[src/source/loader_pkg.sv]
// Host download definitions
// Index codes and cheat record layout

package loader_pkg;

	////////////////////
	// Host download bus
	////////////////////

	localparam int IOCTL_ADDR_WIDTH = 25;
	localparam int IOCTL_INDEX_WIDTH = 8;

	// One 16-bit data word from the host
	typedef logic [15:0] ioctl_word_t;

	// Cheat files use the all-ones index
	localparam logic [IOCTL_INDEX_WIDTH-1:0] CODE_INDEX = '1;

	// Low six index bits up to this value select a cartridge
	localparam logic [5:0] CART_INDEX_MAX = 6'd1;

	////////////////////
	// Cheat record
	////////////////////

	localparam int CHEAT_FIELD_WIDTH = 32;
	localparam int CHEAT_HALF_WIDTH = CHEAT_FIELD_WIDTH / 2;

	// Flags on top and replace at the bottom
	localparam int CHEAT_FLAGS_LSB = 3 * CHEAT_FIELD_WIDTH;
	localparam int CHEAT_ADDRESS_LSB = 2 * CHEAT_FIELD_WIDTH;
	localparam int CHEAT_COMPARE_LSB = CHEAT_FIELD_WIDTH;
	localparam int CHEAT_REPLACE_LSB = 0;

	// Byte offset of a word inside one eight-word record
	localparam int CHEAT_OFFSET_WIDTH = 4;
	localparam logic [CHEAT_OFFSET_WIDTH-1:0] CHEAT_LAST_OFFSET = 4'd14;

	// Flags, address, compare, replace
	typedef logic [4*CHEAT_FIELD_WIDTH-1:0] cheat_code_t;

endpackage

[src/source/cd_pkg.sv]
// CD data file definitions

package cd_pkg;

	// Width of the byte length in the header word
	localparam int CD_LEN_WIDTH = 15;

	typedef logic [7:0] cd_byte_t;

	////////////////////
	// CD data word
	////////////////////

	// First word of a file
	typedef struct packed {
		logic data_mode;
		logic [CD_LEN_WIDTH-1:0] len;
	} cd_header_t;

	// Every later word with its low byte going out first
	typedef struct packed {
		cd_byte_t high;
		cd_byte_t low;
	} cd_data_t;

	// Same 16 bits read by position in the file
	typedef union packed {
		cd_header_t header;
		cd_data_t data;
	} cd_word_t;

endpackage

[src/source/download_decode.sv]
// Host download decoder

`timescale 1ns/1ps

module download_decode #(
	parameter logic [5:0] CD_DATA_INDEX = 6'd2
) (
	input  logic clk_sys,
	input  logic reset,
	input  logic ioctl_download,
	input  logic [loader_pkg::IOCTL_INDEX_WIDTH-1:0] ioctl_index,
	input  logic ioctl_wr,
	input  logic [loader_pkg::IOCTL_ADDR_WIDTH-1:0] ioctl_addr,
	input  loader_pkg::ioctl_word_t ioctl_dout,
	output logic cart_download,
	output logic cd_start,
	output logic cd_word_wr,
	output logic code_word_wr,
	output loader_pkg::ioctl_word_t word,
	output logic [loader_pkg::IOCTL_ADDR_WIDTH-1:0] word_addr,
	output logic cheat_clear
);
	import loader_pkg::*;

	logic code_download;
	logic cd_download;

	// Sampled host write
	logic wr_q;
	logic cart_q;
	logic code_q;
	logic cd_q;
	logic cd_prev;
	ioctl_word_t dout_q;
	logic [IOCTL_ADDR_WIDTH-1:0] addr_q;

	// Index classes
	assign code_download = ioctl_download & (ioctl_index == CODE_INDEX);
	assign cart_download = ioctl_download & (ioctl_index[5:0] <= CART_INDEX_MAX);
	assign cd_download = ioctl_download & (ioctl_index[5:0] == CD_DATA_INDEX);

	////////////////////
	// Sample stage
	////////////////////

	always_ff @(posedge clk_sys) begin
		if (reset) begin
			wr_q <= 1'b0;
			cart_q <= 1'b0;
			code_q <= 1'b0;
			cd_q <= 1'b0;
			cd_prev <= 1'b0;
		end else begin
			wr_q <= ioctl_wr;
			cart_q <= cart_download;
			code_q <= code_download;
			cd_q <= cd_download;
			cd_prev <= cd_q;
		end
	end

	always_ff @(posedge clk_sys) begin
		dout_q <= ioctl_dout;
		addr_q <= ioctl_addr;
	end

	////////////////////
	// Strobe stage
	////////////////////

	always_ff @(posedge clk_sys) begin
		if (reset) begin
			cd_start <= 1'b0;
			cd_word_wr <= 1'b0;
			code_word_wr <= 1'b0;
			cheat_clear <= 1'b0;
		end else begin
			// Rising edge of a CD data download
			cd_start <= cd_q & ~cd_prev;
			cd_word_wr <= wr_q & cd_q;
			code_word_wr <= wr_q & code_q;
			// First word of a cartridge or code file wipes the cheat engine
			cheat_clear <= wr_q & (cart_q | code_q) & (addr_q == '0);
		end
	end

	always_ff @(posedge clk_sys) begin
		word <= dout_q;
		word_addr <= addr_q;
	end

endmodule

[src/source/cd_sector_header.sv]
// CD header parser and byte counter

`timescale 1ns/1ps

module cd_sector_header (
	input  logic clk_sys,
	input  logic reset,
	input  logic cd_start,
	input  logic cd_word_wr,
	input  loader_pkg::ioctl_word_t word,
	output logic word_valid,
	output cd_pkg::cd_word_t data_word,
	output logic single_byte,
	output logic data_mode
);
	import cd_pkg::*;

	cd_word_t in_word;
	logic header_seen;
	logic header_pending;
	logic accept;
	logic last_odd;
	logic [CD_LEN_WIDTH-1:0] data_len;
	logic [CD_LEN_WIDTH-1:0] byte_cnt;
	logic [CD_LEN_WIDTH-1:0] bytes_left;

	assign in_word = word;

	// A start in the same cycle as a write makes that write the header
	assign header_pending = cd_start | ~header_seen;

	// Data word inside the announced length
	assign accept = cd_word_wr & ~header_pending & (byte_cnt < data_len);

	assign bytes_left = data_len - byte_cnt;
	assign last_odd = (bytes_left == CD_LEN_WIDTH'(1));

	////////////////////
	// Header and count
	////////////////////

	always_ff @(posedge clk_sys) begin
		if (reset) begin
			header_seen <= 1'b0;
			data_len <= '0;
			byte_cnt <= '0;
			data_mode <= 1'b0;
			word_valid <= 1'b0;
			single_byte <= 1'b0;
		end else begin
			word_valid <= 1'b0;

			if (cd_start) begin
				header_seen <= 1'b0;
				data_len <= '0;
				byte_cnt <= '0;
			end

			if (cd_word_wr && header_pending) begin
				header_seen <= 1'b1;
				data_len <= in_word.header.len;
				data_mode <= in_word.header.data_mode;
				byte_cnt <= '0;
			end else if (accept) begin
				word_valid <= 1'b1;
				single_byte <= last_odd;
				// Odd tail carries only its low byte
				byte_cnt <= byte_cnt + (last_odd ? CD_LEN_WIDTH'(1) : CD_LEN_WIDTH'(2));
			end
			// Surplus words past the length fall through here
		end
	end

	always_ff @(posedge clk_sys) begin
		if (accept) begin
			data_word.data <= in_word.data;
		end
	end

endmodule

[src/source/cd_byte_writer.sv]
// CD byte write sequencer

`timescale 1ns/1ps

module cd_byte_writer (
	input  logic clk_sys,
	input  logic reset,
	input  logic word_valid,
	input  cd_pkg::cd_word_t data_word,
	input  logic single_byte,
	input  logic data_mode,
	output logic cd_wr,
	output cd_pkg::cd_byte_t cd_data,
	output logic cd_dm
);
	import cd_pkg::*;

	localparam logic [1:0] PHASE_IDLE = 2'd0;
	localparam logic [1:0] PHASE_GAP = 2'd1;
	localparam logic [1:0] PHASE_HIGH = 2'd2;

	logic [1:0] phase;
	logic skip_high;
	cd_byte_t high_byte;

	// Low byte, one idle cycle, then high byte
	always_ff @(posedge clk_sys) begin
		if (reset) begin
			phase <= PHASE_IDLE;
			cd_wr <= 1'b0;
			cd_dm <= 1'b0;
			skip_high <= 1'b0;
		end else begin
			case (phase)
				PHASE_IDLE: begin
					cd_wr <= word_valid;
					if (word_valid) begin
						phase <= PHASE_GAP;
						skip_high <= single_byte;
						cd_dm <= data_mode;
					end
				end
				PHASE_GAP: begin
					cd_wr <= 1'b0;
					phase <= PHASE_HIGH;
				end
				PHASE_HIGH: begin
					// No strobe for the last odd byte
					cd_wr <= ~skip_high;
					phase <= PHASE_IDLE;
				end
				default: begin
					cd_wr <= 1'b0;
					phase <= PHASE_IDLE;
				end
			endcase
		end
	end

	always_ff @(posedge clk_sys) begin
		if (phase == PHASE_IDLE && word_valid) begin
			cd_data <= data_word.data.low;
			high_byte <= data_word.data.high;
		end else if (phase == PHASE_HIGH) begin
			cd_data <= high_byte;
		end
	end

endmodule

[src/source/cheat_code_assembler.sv]
// Cheat record assembler

`timescale 1ns/1ps

module cheat_code_assembler (
	input  logic clk_sys,
	input  logic reset,
	input  logic code_word_wr,
	input  loader_pkg::ioctl_word_t word,
	input  logic [loader_pkg::IOCTL_ADDR_WIDTH-1:0] word_addr,
	output loader_pkg::cheat_code_t cheat_code,
	output logic cheat_load
);
	import loader_pkg::*;

	logic [CHEAT_OFFSET_WIDTH-1:0] offset;

	// Position of the word inside its record
	assign offset = word_addr[CHEAT_OFFSET_WIDTH-1:0];

	// Last half of the replace field completes the record
	always_ff @(posedge clk_sys) begin
		if (reset) begin
			cheat_load <= 1'b0;
		end else begin
			cheat_load <= code_word_wr & (offset == CHEAT_LAST_OFFSET);
		end
	end

	////////////////////
	// Field placement
	////////////////////

	always_ff @(posedge clk_sys) begin
		if (code_word_wr) begin
			case (offset)
				4'd0: cheat_code[CHEAT_FLAGS_LSB +: CHEAT_HALF_WIDTH] <= word;
				4'd2: cheat_code[CHEAT_FLAGS_LSB + CHEAT_HALF_WIDTH +: CHEAT_HALF_WIDTH] <= word;
				4'd4: cheat_code[CHEAT_ADDRESS_LSB +: CHEAT_HALF_WIDTH] <= word;
				4'd6: cheat_code[CHEAT_ADDRESS_LSB + CHEAT_HALF_WIDTH +: CHEAT_HALF_WIDTH] <= word;
				4'd8: cheat_code[CHEAT_COMPARE_LSB +: CHEAT_HALF_WIDTH] <= word;
				4'd10: cheat_code[CHEAT_COMPARE_LSB + CHEAT_HALF_WIDTH +: CHEAT_HALF_WIDTH] <= word;
				4'd12: cheat_code[CHEAT_REPLACE_LSB +: CHEAT_HALF_WIDTH] <= word;
				CHEAT_LAST_OFFSET: begin
					cheat_code[CHEAT_REPLACE_LSB + CHEAT_HALF_WIDTH +: CHEAT_HALF_WIDTH] <= word;
				end
				default: begin
					// Odd offsets carry nothing
				end
			endcase
		end
	end

endmodule

[src/source/media_loader_top.sv]
// Media loader top level

`timescale 1ns/1ps

module media_loader_top #(
	parameter logic [5:0] CD_DATA_INDEX = 6'd2
) (
	input  logic clk_sys,
	input  logic reset,
	input  logic ioctl_download,
	input  logic [loader_pkg::IOCTL_INDEX_WIDTH-1:0] ioctl_index,
	input  logic ioctl_wr,
	input  logic [loader_pkg::IOCTL_ADDR_WIDTH-1:0] ioctl_addr,
	input  loader_pkg::ioctl_word_t ioctl_dout,
	output logic cart_download,
	output logic cd_wr,
	output cd_pkg::cd_byte_t cd_data,
	output logic cd_dm,
	output loader_pkg::cheat_code_t cheat_code,
	output logic cheat_load,
	output logic cheat_clear
);
	import loader_pkg::*;
	import cd_pkg::*;

	// Decoder outputs
	logic cd_start;
	logic cd_word_wr;
	logic code_word_wr;
	ioctl_word_t word;
	logic [IOCTL_ADDR_WIDTH-1:0] word_addr;

	// Header parser outputs
	logic word_valid;
	cd_word_t data_word;
	logic single_byte;
	logic data_mode;

	download_decode #(
		.CD_DATA_INDEX(CD_DATA_INDEX)
	) download_decode_inst (
		.clk_sys(clk_sys),
		.reset(reset),
		.ioctl_download(ioctl_download),
		.ioctl_index(ioctl_index),
		.ioctl_wr(ioctl_wr),
		.ioctl_addr(ioctl_addr),
		.ioctl_dout(ioctl_dout),
		.cart_download(cart_download),
		.cd_start(cd_start),
		.cd_word_wr(cd_word_wr),
		.code_word_wr(code_word_wr),
		.word(word),
		.word_addr(word_addr),
		.cheat_clear(cheat_clear)
	);

	cd_sector_header cd_sector_header_inst (
		.clk_sys(clk_sys),
		.reset(reset),
		.cd_start(cd_start),
		.cd_word_wr(cd_word_wr),
		.word(word),
		.word_valid(word_valid),
		.data_word(data_word),
		.single_byte(single_byte),
		.data_mode(data_mode)
	);

	cd_byte_writer cd_byte_writer_inst (
		.clk_sys(clk_sys),
		.reset(reset),
		.word_valid(word_valid),
		.data_word(data_word),
		.single_byte(single_byte),
		.data_mode(data_mode),
		.cd_wr(cd_wr),
		.cd_data(cd_data),
		.cd_dm(cd_dm)
	);

	cheat_code_assembler cheat_code_assembler_inst (
		.clk_sys(clk_sys),
		.reset(reset),
		.code_word_wr(code_word_wr),
		.word(word),
		.word_addr(word_addr),
		.cheat_code(cheat_code),
		.cheat_load(cheat_load)
	);

endmodule

[config.mk]
export PLATFORM = sky130hd
export DESIGN_NAME = media_loader_top
export DESIGN_NICKNAME = d
export VERILOG_FILES = /design/src/source/loader_pkg.sv /design/src/source/cd_pkg.sv /design/src/source/download_decode.sv /design/src/source/cd_sector_header.sv /design/src/source/cd_byte_writer.sv /design/src/source/cheat_code_assembler.sv /design/src/source/media_loader_top.sv
export SDC_FILE = /design/constraint.sdc
export NUM_CORES = 1
export LEC_CHECK = 0
export BUFFER_PORTS_ARGS = -buffer_cell sky130_fd_sc_hd__buf_4
export CORE_AREA = 2 2 131 133
export DETAILED_ROUTE_END_ITERATION = 12
export DIE_AREA = 0 0 133 135
export PLACE_DENSITY_LB_ADDON = 0.1
export SLEW_MARGIN = 5
export SYNTH_ARGS = -nofsm -noshare
export SYNTH_HDL_FRONTEND = slang
export SYNTH_SLANG_ARGS = --single-unit
[constraint.sdc]
create_clock -name clk_sys -period 7.2 [get_ports clk_sys]
set_clock_uncertainty 0.15 [all_clocks]
set_input_delay 1.08 -clock clk_sys [delete_from_list [all_inputs] [get_ports clk_sys]]
set_output_delay 1.08 -clock clk_sys [all_outputs]
set_load 0.1 [all_outputs]
==> results.toml <==
[status]
outcome = "complete, no violations"

[sta]
finalHoldViolCount = 0
slew_headroom_pct = 45.9
clock.fmax_mhz = 210
rsz0062_at_grt = "false"
tns_ns = 0
fin_ws_ns = 2.45
setup_viol = 0
finalMaxSlewViolations = 0
min_period_over_period_pct = 66.0
min_period_ns = 4.75
tightest_slew_ns = 0.811

[detailed_routing]
drtPass1Iterations = 6
drc = 0
antenna_left = 0
routed_wl_um = 23000
vias = 6243
drtIter0Drc = 500
wire_per_inst_um = 20.6
viasPerCell = 5.61

[clock_tree]
cts_max_level = 1
path_clk_slew_ns = 0.06
numClockSinks = 270
cts_hold_buf = 0
clk_latency_ns = 0.54
cts_tree = "done"
cts_resized = 0
clockBufferDepth = 3
postCtsSetupRepairBufs = 0
cts_made_buffers = 26
clockRootBuffer = "clkbuf_16"

[floorplanning]
die_height_um = 135
die_w_um = 133
std_cell_rows = 47
start_util_pct = 57.1
coreArea_mm2 = 0.0164
num_io_pins = 194
die_area_mm2 = 0.0180

[global_route]
grt_util_met1_pct = 33.4
grt_busiest_layer = "met2"
grt_usage_pct = 25.4
grt_max_degree = 33
grt_overflow = 0
met2_usage_pct = 43.1
first_global_vias = 6127
gr-usage-met3_pct = 4.50
antenna_found_initial = 0
grt_pass1_wl_um = 34900

[critical_path]
crit_slowest_cell = "nor4_1"
slowest_delay_ns = 0.68
crit_cells = 15
critPathBufInv = 0
crit_type = "flip-flop to flip-flop"
start_kind = "flip-flop"
endpoint_kind = "flip-flop"
r2r_cells = 15
crit_family = "simple AND/OR/NAND/NOR gates"
critPathMaxFanout = 6
worstPathCellList = "ha_1 -> fa_1 -> and2b_4 -> o2111a_1 -> a211oi_1 -> or3_1 -> a22o_1 -> nor4b_1 -> ha_1 -> fa_1 -> nand2_1 -> nor4_1 -> and3_1 -> a41oi_1 -> a31oi_1"
cp_data_arrival_time_ns = 5.05
cp_data_required_time_ns = 7.50

[finish]
n_antenna_cell = 0
final_layout_size_suffix_gt1_share_pct = 28.8
area_delta_synth_final_pct = 28.5
final_common_cell = "buf_4"
seq_area_mm2 = 0.00701
fillerInstances = 1099
nets = 944
mostFrequentLayoutCells = "buf_4, edfxtp_1, dfxtp_1, nand2_1, nor2_1"
multiInputGateArea_mm2 = 0.00219

[power]
p_leak_nw = 4.56
powerDensity_mw_per_mm2 = 263
vdd_drop_max_mv = 0.255

[logic_synthesis]
syn_avg_cell_area_um2 = 14.1
synth_top_cell_area_share_pct = 51.3
yosys_warnings = 0
syn_nets = 738
synth_flop_cell = "edfxtp_1"
synth-async-reset-ratio_pct = 0
synth_seq_cells = 270
yosys-top-cells-area = "edfxtp_1, dfxtp_1, nand2_1"
synth_area_mm2 = 0.00937
ys_seq_area_share_pct = 74.8
yosysTopAreaCell = "edfxtp_1"
syn_inst = 666
synth_cell_types = 58
synth-edff-count = 160

[placement]
finalWeightedCongestion = 0.934
io_buffers = 193
dp_slack_ns = 2.64
dp_hpwl_um = 15500

[min_path]
whs_path_depth = 0
min_path_type = "flip-flop to flip-flop"

[flow_run]
drv_cap = 0
==> cells by family after synthesis <==
group / share of synthesized area (%)
fa+ha+maj: 2.70
simple gates: 11.7
mux: 0.107
xor+xnor: 0.374
buf+inv: 2.20
flops: 74.8
compound gates: 8.10
==> power breakdown <==
group,internal [W],switching [W]
Combinational,0.0000199,0.0000131
Clock,0.000878,0.000581
Sequential,0.00165,0.0000207
==> cell type report <==
| class | instances | share of cell area (%) |
|---|---|---|
| sequential | 270 | 58.2 |
| multi-input combinational | 344 | 18.2 |
| timing repair buffer | 203 | 12.7 |
| clock buffer | 34 | 6.16 |
| tap | 220 | 2.29 |
| clock inverter | 14 | 1.70 |
| inverter | 27 | 0.842 |
==> layer usage <==
layer	wire, µm	share of wire (%)
met3	1440	6.3
met2	11300	49
met5	0	0
met4	753	3.3
met1	9500	41
==> through the flow <==
step | power [W] | instances | util [%] | cell area (µm²) | hold WS [ns]
after detailed placement | 0.00174 | 1064 | 67.6 | 11100 | 0.162
after CTS | 0.00318 | 1112 | 73.4 | 12000 | 0.177
after global routing | 0.00324 | 1112 | 73.4 | 12000 | 0.182
final | 0.00316 | 1112 | 73.4 | 12000 | 0.175
after global placement | 0.00173 | 1064 | 67.6 | 11100 | 0.161
after floorplan | 0.00170 | 666 | - | 9370 | 0.160
==> Yosys cell counts, drive strengths merged, types with 2 or more instances <==
library cell  instances
a31oi                12
nor4                  9
edfxtp              160
nand2b                9
fa                    2
nand3b               15
inv                  27
and4b                 2
and2                  3
nand3                21
nand4                15
buf                   7
a2111oi               2
a211o                 9
o21ai                 6
and3                  3
and2b                 2
o21a                  2
o22ai                 3
o21bai                3
nor2                 30
dfxtp               110
xnor2                 3
a21oi                32
clkbuf               18
o211ai                4
o2111ai               7
nor3b                 3
nor2b                 7
o2111a                3
a41oi                11
nand2                63
nor3                 18
a21o                  3
nor4b                 3
ha                   17
or3                   4
a211oi                4
==> registers in the layout, summed over array words and instances (netlist names), 8 cells and up <==
signal,flops
cd_byte_writer_inst.cd_data,8
cd_byte_writer_inst.high_byte,8
cd_sector_header_inst.byte_cnt,15
cd_sector_header_inst.data_len,15
cd_sector_header_inst.data_word,16
cheat_code_assembler_inst.cheat_code,128
download_decode_inst.addr_q,25
download_decode_inst.dout_q,16
download_decode_inst.word,16
==> worst paths after layout <==
path / start / slack (ns) / to
min reg2reg: download_decode_inst.dout_q[7] / 0.18 / download_decode_inst.word[7]
min: download_decode_inst.dout_q[7] / 0.18 / download_decode_inst.word[7]
max reg2reg: cd_sector_header_inst.byte_cnt[0] / 2.45 / cd_sector_header_inst.byte_cnt[12]
max: cd_sector_header_inst.byte_cnt[0] / 2.45 / cd_sector_header_inst.byte_cnt[12]
(Power assumes the default switching activity.)
